==> src/hw/llc_params.svh <==
`ifndef LLC_PARAMS_SVH
`define LLC_PARAMS_SVH

// set index width
`define LLC_SET_BITS 6

// number of sets addressed by the set index
`define LLC_SETS (1 << `LLC_SET_BITS)

// associativity and way index width
`define LLC_WAYS 4
`define LLC_WAY_BITS 2

// stored tag and data line widths
`define LLC_TAG_BITS 16
`define LLC_LINE_BITS 64

// one sharer bit per private cache
`define LLC_SHARERS_BITS 16

// coherence state encoding width
`define LLC_STATE_BITS 3

`endif

==> src/hw/llc_geom_pkg.sv <==
`include "llc_params.svh"

package llc_geom_pkg;

    // set index into every way
    typedef logic [`LLC_SET_BITS-1:0] llc_set_t;

    // way index, also used for the eviction pointer
    typedef logic [`LLC_WAY_BITS-1:0] llc_way_t;

    // tag kept per line
    typedef logic [`LLC_TAG_BITS-1:0] llc_tag_t;

    // data line
    typedef logic [`LLC_LINE_BITS-1:0] line_t;

endpackage

==> src/hw/llc_evict_store.sv <==
`timescale 1ns/1ps
`include "llc_params.svh"

module llc_evict_store (
    input  logic                   clk,
    input  logic                   reset,
    input  logic                   rd_en,
    input  llc_geom_pkg::llc_set_t set_in,
    input  logic                   wr_en_evict_way,
    input  llc_geom_pkg::llc_way_t wr_data_evict_way,
    output llc_geom_pkg::llc_way_t rd_data_evict_way
);
    import llc_geom_pkg::*;

    // next victim per set
    llc_way_t evict_mem[`LLC_SETS];

    always_ff @(posedge clk) begin
        if (wr_en_evict_way) begin
            evict_mem[set_in] <= wr_data_evict_way;
        end
    end

    // same one-cycle read timing as the way capture
    always_ff @(posedge clk) begin
        if (reset) begin
            rd_data_evict_way <= '0;
        end else if (rd_en) begin
            rd_data_evict_way <= evict_mem[set_in];
        end
    end

endmodule

==> config.mk <==
export PLATFORM = sky130hd
export DESIGN_NAME = llc_evict_store
export DESIGN_NICKNAME = d
export VERILOG_FILES = /design/src/hw/llc_geom_pkg.sv /design/src/hw/llc_evict_store.sv
export VERILOG_INCLUDE_DIRS = /design/src /design/src/hw
export SDC_FILE = /design/constraint.sdc
export NUM_CORES = 1
export LEC_CHECK = 0
export BUFFER_PORTS_ARGS = -buffer_cell sky130_fd_sc_hd__buf_2
export CORE_MARGIN = 8
export CORE_UTILIZATION = 62
export DETAILED_ROUTE_END_ITERATION = 7
export PLACE_DENSITY = 0.81
export SETUP_SLACK_MARGIN = 0.4
export SKIP_LAST_GASP = 1
export SYNTH_ARGS = -nofsm -noshare
export SYNTH_HDL_FRONTEND = slang
export SYNTH_SLANG_ARGS = --single-unit
==> constraint.sdc <==
create_clock -name clk -period 2.6 [get_ports clk]
set_clock_uncertainty 0.05 [all_clocks]
set_input_delay 0.65 -clock clk [delete_from_list [all_inputs] [get_ports clk]]
set_output_delay 0.65 -clock clk [all_outputs]
set_load 0.01 [all_outputs]
==> impl_metrics.env <==
export IMPL_netlist_instances=374
export IMPL_n_antenna_cell=0
export IMPL_drtIter0Drc=387
export IMPL_vias_per_cell=6.55
export IMPL_grt_util_all_layers_pct=23.1
export IMPL_finalNetCount=438
export IMPL_ir_drop_mv=0.514
export IMPL_coreArea_um2=8640
export IMPL_tritoncts="done"
export IMPL_mostFrequentLayoutCell="edfxtp_1"
export IMPL_period_minus_slack_ps=2120
export IMPL_cts_sinks=130
export IMPL_avgSynthCellArea_um2=14.7
export IMPL_grt_pass1_vias=3615
export IMPL_rrSetupSlack_ps=530
export IMPL_port_buffer_count=13
export IMPL_wire_per_inst_um=23.7
export IMPL_reg2reg_depth=6
export IMPL_grt_pass1_wl_um=20100
export IMPL_hold_depth=2
export IMPL_synth_top_cell_area_share_pct=70.1
export IMPL_switching_power_mw=1.02
export IMPL_dieWidth_um=110
export IMPL_clkLatencyLatePin_ps=530
export IMPL_holdCritPathClass="in -> reg"
export IMPL_worst_slack_ps=479
export IMPL_start_kind="input pin"
export IMPL_place_area_um2=5920
export IMPL_die_y_um=110
export IMPL_postRouteAntennaNets=0
export IMPL_reg2reg_to="rd_data_evict_way[0]$_SDFFE_PP0P_"
export IMPL_gp_congestion=0.885
export IMPL_cts_made_buffers=17
export IMPL_yosysWarningCount=0
export IMPL_seqPwrFrac_pct=47.4
export IMPL_max_cap_violations=0
export IMPL_cp_end_kind="flip-flop"
export IMPL_max_stage_delay_ps=370
export IMPL_synth_top_family_by_area="simple AND/OR/NAND/NOR gates"
export IMPL_run_status="finished, final reports clean"
export IMPL_std_cell_rows=34
export IMPL_dieArea_um2=12100
export IMPL_r2r_start="evict_mem[42][0]$_DFFE_PP_"
export IMPL_vias=3579
export IMPL_synth_seq_cells=130
export IMPL_fmax_ghz=0.471
export IMPL_muxShareOfSynthArea_pct=7.39
export IMPL_cp_cell_sequence="clkbuf_4 > buf_12 > and2_1 > a22o_1 > a32oi_1 > a21oi_1 > or3_1 > o31a_1"
export IMPL_powerDensity_nw_per_um2=755
export IMPL_critPathMaxFanout=17
export IMPL_slew_violations=0
export IMPL_cts_resized=0
export IMPL_post_route_cells_drive_above_1_share_pct=23.7
export IMPL_clk_pin_slew_ps=60
export IMPL_worst_setup_path_type="in -> reg"
export IMPL_grt_overflow=0
export IMPL_intPower_mw=3.89
export IMPL_antenna_found_initial=0
export IMPL_tightest_slew_ps=542
export IMPL_syn_area_um2=5490
export IMPL_yosys_area_top_type="edfxtp_1"
export IMPL_first_pass_iters=6
export IMPL_p_leak_nw=2.19
export IMPL_io_pins=14
export IMPL_start_util_pct=63.5
export IMPL_fin_area_um2=6500
export IMPL_cp_arrival_ps=2480
export IMPL_area_growth_pct=18.4
export IMPL_synth_compound_area_share_pct=8.62
export IMPL_dp_slack_ps=-108
export IMPL_finalSetupTns_ps=0
export IMPL_syn_num_nets=386
export IMPL_p_sw_share_pct=20.8
export IMPL_hold_viol=0
export IMPL_combPwrFrac_pct=6.2
export IMPL_drt_wl_total_um=12900
export IMPL_mostFrequentLayoutCells="edfxtp_1, nor2_1, buf_4"
export IMPL_drc=0
export IMPL_rsz0062_at_grt="false"
export IMPL_synthAdderAreaFrac_pct=0
export IMPL_synth_xor_area_share_pct=0
export IMPL_yosysUniqueCellTypes=54
export IMPL_holdPathEnd="rd_data_evict_way[1]$_SDFFE_PP0P_"
export IMPL_hold_worst_slack_ps=289
export IMPL_finalSetupViolCount=0
export IMPL_critical_path_slowest_cell="or3_1"
export IMPL_critPathRequiredTime_ps=2960
export IMPL_yosysSeqAreaShare_pct=70.8
export IMPL_postCtsSetupBuffers=0
export IMPL_synth_top_cells_by_area="edfxtp_1, nor2_1, mux4_2"
export IMPL_p_clk_share_pct=46.5
export IMPL_hold_buffers=0
export IMPL_clock_root_buffer="clkbuf_8"
export IMPL_grt_max_degree=65
export IMPL_hpwlAfterDp_um=8260
export IMPL_cts_max_level=4
export IMPL_cts_buffer_depth=2
export IMPL_hp_start="reset"
export IMPL_relSlewSlack_pct=63.9
export IMPL_timing_final_crit_share_pct=81.6
export IMPL_synth_simple_area_share_pct=10.9
-- layer usage --
| layer | GRT usage (%) | wire length, um |
|---|---|---|
| met5 | 0 | 0 |
| met4 | 12.2 | 420 |
| met3 | 7.03 | 1330 |
| met2 | 36.3 | 6470 |
| met1 | 28.3 | 4700 |
-- registers in the layout (all words and copies together), names as in the netlist --
| signal | flops |
|---|---|
| rd_data_evict_way | 2 |
| evict_mem | 128 |
-- worst max path at each step --
| stage | start | end | slack, ps |
|---|---|---|---|
| 2_1_floorplan | set_in[2] | rd_data_evict_way[0]$_SDFFE_PP0P_ | 360 |
| 3_3_place_gp | set_in[2] | rd_data_evict_way[0]$_SDFFE_PP0P_ | -90 |
| 3_5_place_dp | set_in[2] | rd_data_evict_way[0]$_SDFFE_PP0P_ | -110 |
| 4_1_cts | set_in[2] | rd_data_evict_way[0]$_SDFFE_PP0P_ | 440 |
| 5_1_grt | set_in[1] | rd_data_evict_way[1]$_SDFFE_PP0P_ | 400 |
| 6_report | set_in[2] | rd_data_evict_way[0]$_SDFFE_PP0P_ | 480 |
-- power by group through the flow --
stage          sequential, mW  clock (mW)  combinational (mW)
2_1_floorplan            2.37           0               0.160
3_3_place_gp             2.37           0               0.285
3_5_place_dp             2.37           0               0.294
4_1_cts                  2.33        2.29               0.297
5_1_grt                  2.33        2.39               0.321
6_report                 2.33        2.28               0.302
-- per-stage QoR --
stage          std cells  util, %  total power [mW]
2_1_floorplan        374        -              2.53
5_1_grt              546     75.3              5.03
6_report             546     75.3              4.91
3_5_place_dp         515     68.6              2.66
4_1_cts              546     75.1              4.91
3_3_place_gp         515     68.6              2.65
-- synth_stat cells (all sizes together) --
master and count:
o31a 1, and3 2, or2 2, o211ai 3
nor3 1, clkbuf 7, o22ai 1, nor2b 9
o311a 1, nor4bb 1, mux4 8, or3b 2
a32oi 3, mux2 9, a21o 1, buf 15
nand2 11, o2bb2ai 1, a21oi 11, dfxtp 2
or3 2, nor2 83, edfxtp 128, a221oi 6
and2 2, nor3b 1, o22a 1, a211oi 2
mux2i 12, and3b 1, a311oi 4, a31oi 3
a22o 6, a22oi 10, a31o 1, and2b 1
a222oi 1, inv 1, nand3b 3, nand2b 1
o32ai 1, nand3 9, a221o 2, o21bai 1
o2111ai 1
-- final cells by class --
cell class | instances | area, um2
Sequential cell | 130 | 3880
Inverter | 1 | 3.75
Timing Repair Buffer | 55 | 420
Multi-Input combinational cell | 221 | 1490
Fill cell | 501 | 2140
Tap cell | 108 | 135
Clock buffer | 21 | 429
Clock inverter | 10 | 136
-- logic make-up after synthesis --
family | Yosys count
buffers and inverters | 23
AOI/OAI and AO/OA | 61
muxes | 29
DFF | 130
and+or+nand+nor | 131
-- critical path: cells and delay by family --
family | cells | cell delay [ps]
and+or+nand+nor | 2 | 570
buffers and inverters | 2 | 450
AOI/OAI and AO/OA | 4 | 800
Note: power is estimated with default switching activity, not from simulation.
