`config.mk`:
```
export PLATFORM = sky130hd
export DESIGN_NAME = llc_wr_decode_flat
export DESIGN_NICKNAME = d
export VERILOG_FILES = /design/src/hw/llc_geom_pkg.sv /design/src/hw/llc_coh_pkg.sv /design/src/hw/llc_ifs.sv /design/src/hw/llc_wr_decode.sv /design/src/flat_wrapper.sv
export VERILOG_INCLUDE_DIRS = /design/src /design/src/hw
export SDC_FILE = /design/constraint.sdc
export NUM_CORES = 1
export LEC_CHECK = 0
export ABC_AREA = 1
export BUFFER_PORTS_ARGS = -buffer_cell sky130_fd_sc_hd__buf_2
export CAP_MARGIN = 15
export CELL_PAD_IN_SITES_DETAIL_PLACEMENT = 0
export CELL_PAD_IN_SITES_GLOBAL_PLACEMENT = 1
export CORE_ASPECT_RATIO = 1.2
export CORE_MARGIN = 2
export CORE_UTILIZATION = 12
export DETAILED_ROUTE_END_ITERATION = 8
export PLACE_DENSITY_LB_ADDON = 0.12
export RECOVER_POWER = 50
export REMOVE_ABC_BUFFERS = 1
export SLEW_MARGIN = 5
export SYNTH_ARGS = -nofsm -noshare
export SYNTH_HDL_FRONTEND = slang
export SYNTH_SLANG_ARGS = --single-unit
```
`constraint.sdc`:
```
create_clock -name vclk -period 0.8
set_clock_uncertainty 0.05 [all_clocks]
set_input_delay 0.08 -clock vclk [all_inputs]
set_output_delay 0.08 -clock vclk [all_outputs]
set_load 0.05 [all_outputs]
```
`src/hw/llc_params.svh`:
```
`ifndef LLC_PARAMS_SVH
`define LLC_PARAMS_SVH

// set index width
`define LLC_SET_BITS 6

// number of sets addressed by the set index
`define LLC_SETS (1 << `LLC_SET_BITS)

// associativity and way index width
`define LLC_WAYS 4
`define LLC_WAY_BITS 2

// stored tag and data line widths
`define LLC_TAG_BITS 16
`define LLC_LINE_BITS 64

// one sharer bit per private cache
`define LLC_SHARERS_BITS 16

// coherence state encoding width
`define LLC_STATE_BITS 3

`endif

```
`src/hw/llc_geom_pkg.sv`:
```
`include "llc_params.svh"

package llc_geom_pkg;

    // set index into every way
    typedef logic [`LLC_SET_BITS-1:0] llc_set_t;

    // way index, also used for the eviction pointer
    typedef logic [`LLC_WAY_BITS-1:0] llc_way_t;

    // tag kept per line
    typedef logic [`LLC_TAG_BITS-1:0] llc_tag_t;

    // data line
    typedef logic [`LLC_LINE_BITS-1:0] line_t;

endpackage

```
`src/hw/llc_coh_pkg.sv`:
```
`include "llc_params.svh"

package llc_coh_pkg;

    // one bit per sharing cache
    typedef logic [`LLC_SHARERS_BITS-1:0] sharers_t;

    // directory state of a line
    typedef enum logic [`LLC_STATE_BITS-1:0] {
        INVALID   = 3'd0,
        VALID     = 3'd1,
        SHARED    = 3'd2,
        EXCLUSIVE = 3'd3,
        MODIFIED  = 3'd4
    } llc_state_t;

endpackage

```
`src/hw/llc_ifs.sv`:
```
`timescale 1ns/1ps
`include "llc_params.svh"

// write request fanned out to all way stores
interface llc_wr_if;
    import llc_geom_pkg::*;
    import llc_coh_pkg::*;

    llc_set_t            set;
    logic [`LLC_WAYS-1:0] fill_we;
    logic [`LLC_WAYS-1:0] meta_we;
    llc_tag_t            tag;
    line_t               line;
    llc_state_t          state;
    sharers_t            sharers;
    logic                dirty;

    modport decode (output set, fill_we, meta_we, tag, line, state, sharers, dirty);
    modport way (input set, fill_we, meta_we, tag, line, state, sharers, dirty);
endinterface


```
`src/hw/llc_wr_decode.sv`:
```
`timescale 1ns/1ps
`include "llc_params.svh"

module llc_wr_decode (
    input  llc_geom_pkg::llc_way_t   way,
    input  logic                     wr_en,
    input  logic [`LLC_WAYS-1:0]     wr_rst_flush,
    input  llc_geom_pkg::llc_set_t   set_in,
    input  llc_geom_pkg::llc_tag_t   wr_data_tag,
    input  llc_geom_pkg::line_t      wr_data_line,
    input  llc_coh_pkg::llc_state_t  wr_data_state,
    input  llc_coh_pkg::sharers_t    wr_data_sharers,
    input  logic                     wr_data_dirty_bit,
    llc_wr_if.decode                 wr
);

    // a flushed way is selected regardless of wr_en
    always_comb begin
        for (int i = 0; i < `LLC_WAYS; i++) begin
            wr.meta_we[i] = wr_rst_flush[i] || (wr_en && (way == i));
        end
    end

    // tag and line only move on a real write
    assign wr.fill_we = wr.meta_we & {`LLC_WAYS{wr_en}};

    assign wr.set     = set_in;
    assign wr.tag     = wr_data_tag;
    assign wr.line    = wr_data_line;
    assign wr.state   = wr_data_state;
    assign wr.sharers = wr_data_sharers;
    assign wr.dirty   = wr_data_dirty_bit;

    // a flush must not be combined with a fill of another way
    always_comb begin
        assert final ($onehot0(wr.fill_we))
        else $error("fill write strobes more than one way: %b", wr.fill_we);
    end

endmodule

```
`src/flat_wrapper.sv`:
```
// flat-port wrapper written by rule: the top's interface ports become plain ports
module llc_wr_decode_flat 
  (way, wr_en, wr_rst_flush, set_in, wr_data_tag, wr_data_line, wr_data_state, wr_data_sharers, wr_data_dirty_bit, wr_set, wr_fill_we, wr_meta_we, wr_tag, wr_line, wr_state, wr_sharers, wr_dirty);
  llc_wr_if wr_i ();
  input  llc_geom_pkg::llc_way_t way;
  input  logic wr_en;
  input  logic [`LLC_WAYS-1:0] wr_rst_flush;
  input  llc_geom_pkg::llc_set_t set_in;
  input  llc_geom_pkg::llc_tag_t wr_data_tag;
  input  llc_geom_pkg::line_t wr_data_line;
  input  llc_coh_pkg::llc_state_t wr_data_state;
  input  llc_coh_pkg::sharers_t wr_data_sharers;
  input  logic wr_data_dirty_bit;
  output wire logic [$bits(wr_i.set)-1:0] wr_set;
  output wire logic [$bits(wr_i.fill_we)-1:0] wr_fill_we;
  output wire logic [$bits(wr_i.meta_we)-1:0] wr_meta_we;
  output wire logic [$bits(wr_i.tag)-1:0] wr_tag;
  output wire logic [$bits(wr_i.line)-1:0] wr_line;
  output wire logic [$bits(wr_i.state)-1:0] wr_state;
  output wire logic [$bits(wr_i.sharers)-1:0] wr_sharers;
  output wire logic [$bits(wr_i.dirty)-1:0] wr_dirty;
  assign wr_set = wr_i.set;
  assign wr_fill_we = wr_i.fill_we;
  assign wr_meta_we = wr_i.meta_we;
  assign wr_tag = wr_i.tag;
  assign wr_line = wr_i.line;
  assign wr_state = wr_i.state;
  assign wr_sharers = wr_i.sharers;
  assign wr_dirty = wr_i.dirty;
  llc_wr_decode u_core (.way(way), .wr_en(wr_en), .wr_rst_flush(wr_rst_flush), .set_in(set_in), .wr_data_tag(wr_data_tag), .wr_data_line(wr_data_line), .wr_data_state(wr_data_state), .wr_data_sharers(wr_data_sharers), .wr_data_dirty_bit(wr_data_dirty_bit), .wr(wr_i));
endmodule
```
==> impl_metrics.json <==
{
  "grt_overflow_total": 0,
  "peakVddDrop_uv": 208,
  "outcome": "finished clean",
  "p_leak_nw": 0.146,
  "grt_usage": 0.326,
  "cp_data_required_time_ns": 0.67,
  "routedWlPerCell_um": 109,
  "dpl_cell_area_um2": 322,
  "drive_gt1_frac": 0.639,
  "maxSlewHeadroom": 0.877,
  "design.die.area_mm2": 0.00814,
  "hold_viol_final": 0,
  "drc": 0,
  "endpoint_kind": "output port",
  "seqCellArea_um2": 0,
  "rows": 34,
  "combPwrFrac": 1.000,
  "n_antenna_cell": 0,
  "antenna_left": 0,
  "synth_top_area_share": 0.892,
  "yosys.area.top_type": "buf_4",
  "wl_met1_um": 765,
  "min_period_ns": 0.783,
  "internal_power_w": 0.0000973,
  "pwr-share-seq": 0,
  "grt_pass1_wl_um": 14600,
  "avgViaCountPerCell": 4.02,
  "clockPowerShare": 0,
  "drtIter0Drc": 29,
  "ys_seq_area_frac": 0,
  "hold_class": "input port to output port",
  "fin_area_um2": 382,
  "drt_pre_antenna_iters": 3,
  "holdBufCountCts": 0,
  "grt_max_degree": 6,
  "postSynthCellCount": 127,
  "synth_area_um2": 892,
  "maxCapViolations": 0,
  "hpwl_um": 13500,
  "coreArea_mm2": 0.00723,
  "ios": 227,
  "area_growth_pct": -57.2,
  "min_from": "wr_data_line[1]",
  "synthTopCellsByArea": "buf_4 89%, inv_1 2.5%, nand2_1 2.5%",
  "rsz0062_at_grt": "yes",
  "crit_fanout": 5,
  "min_to": "wr_line[1]",
  "p_sw_w": 0.000166,
  "worstPathArrival_ns": 0.65,
  "seq_cells": 0,
  "p_total_w": 0.000263,
  "io_buffers": 15,
  "path_class": "input port to output port",
  "wl_um": 13700,
  "startpoint_type": "input port",
  "final_core_util": 0.0528,
  "drv_slew": 0,
  "antenna_found_initial": 0,
  "clockBufferCount": 0,
  "fillCellCount": 868,
  "wl_met3_um": 4200,
  "cts_setup_buffers": 0,
  "synthTopCellsByCount": "106 x buf_4, 6 x inv_1, 6 x nand2_1, 4 x o21ai_1",
  "synth.avg_cell_area_um2": 7.02,
  "multiInputGateArea_um2": 86.3,
  "dr.max_layer_used": "met4",
  "pwr_density_cell_mw_per_mm2": 690,
  "num_vias": 506,
  "grt_pass1_vias": 462,
  "tightest_slew_ns": 0.185,
  "finalNetCount": 151,
  "gp_congestion": 1.06,
  "ys_warn_count": 0,
  "start_util": 0.123,
  "synth.distinct_cells": 7,
  "setup_viol": 0,
  "fmax_mhz": 1280,
  "synthMostInstantiatedCell": "buf_4",
  "die_h_um": 98.5,
  "wl_met2_um": 8110,
  "p_sw_frac": 0.631,
  "fin_crit_sh": 0.979,
  "die-width_um": 82.7,
  "holdPathStages": 0
}
-- power by group through the flow --
stage                     combinational, W  clock [W]  sequential [W]
after floorplan                   0.000133          0               0
final                             0.000263          0               0
after global placement            0.000228          0               0
after CTS                         0.000252          0               0
after detailed placement          0.000224          0               0
after global routing              0.000277          0               0
-- worst max-delay path: stages --
cell and delay (ns):
buf_6 0.11, inv_4 0.06, nand2_2 0.05, a21oi_2 0.19
buf_12 0.16
-- per-stage QoR --
stage | std cells | hold slack (ns) | worst slack [ns] | setup TNS [ns]
3_5_place_dp | 127 | 0.113 | -0.155 | -0.453
6_report | 126 | 0.111 | 0.0166 | 0
3_3_place_gp | 127 | 0.113 | -0.154 | -0.559
5_1_grt | 126 | 0.111 | -0.0177 | -0.0423
2_1_floorplan | 21 | 0.110 | -0.282 | -1.39
4_1_cts | 127 | 0.113 | -0.0364 | -0.0586
-- placed cells by master, fill, tap and decap left out, drive strengths merged --
cell type  synthesis  final
inv                7      7
buf              106     15
nand2              6      6
o21ai              4      4
a21oi              4      4
-- kinds of logic after synthesis --
group,synth area share
buf+inv,0.921
compound gates,0.0533
simple gates,0.0252
-- layout make-up --
type	count	share of cell area
repair buffers	15	0.397
well taps	90	0.295
multi-input cells	14	0.226
inverters	7	0.0820
-- routing by layer --
layer	GRT usage	vias up
li1	-	95
met5	0.0133	-
met2	0.674	224
met1	0.0458	161
met4	0.117	0
met3	0.465	26
-- how the worst max path moves through the flow --
stage / slack, ns / end / from
6_report: 0.02 / wr_fill_we[0] / way[0]
5_1_grt: -0.02 / wr_meta_we[1] / way[1]
4_1_cts: -0.04 / wr_fill_we[1] / way[1]
3_5_place_dp: -0.16 / wr_fill_we[1] / way[1]
3_3_place_gp: -0.15 / wr_fill_we[1] / way[1]
2_1_floorplan: -0.28 / wr_fill_we[1] / way[1]
-- repair_timing --
action,CTS,global route
resized for setup,16,8
endpoints found under the setup margin,8,7
pin swaps,2,2
Power figures use the tool's default switching activity.
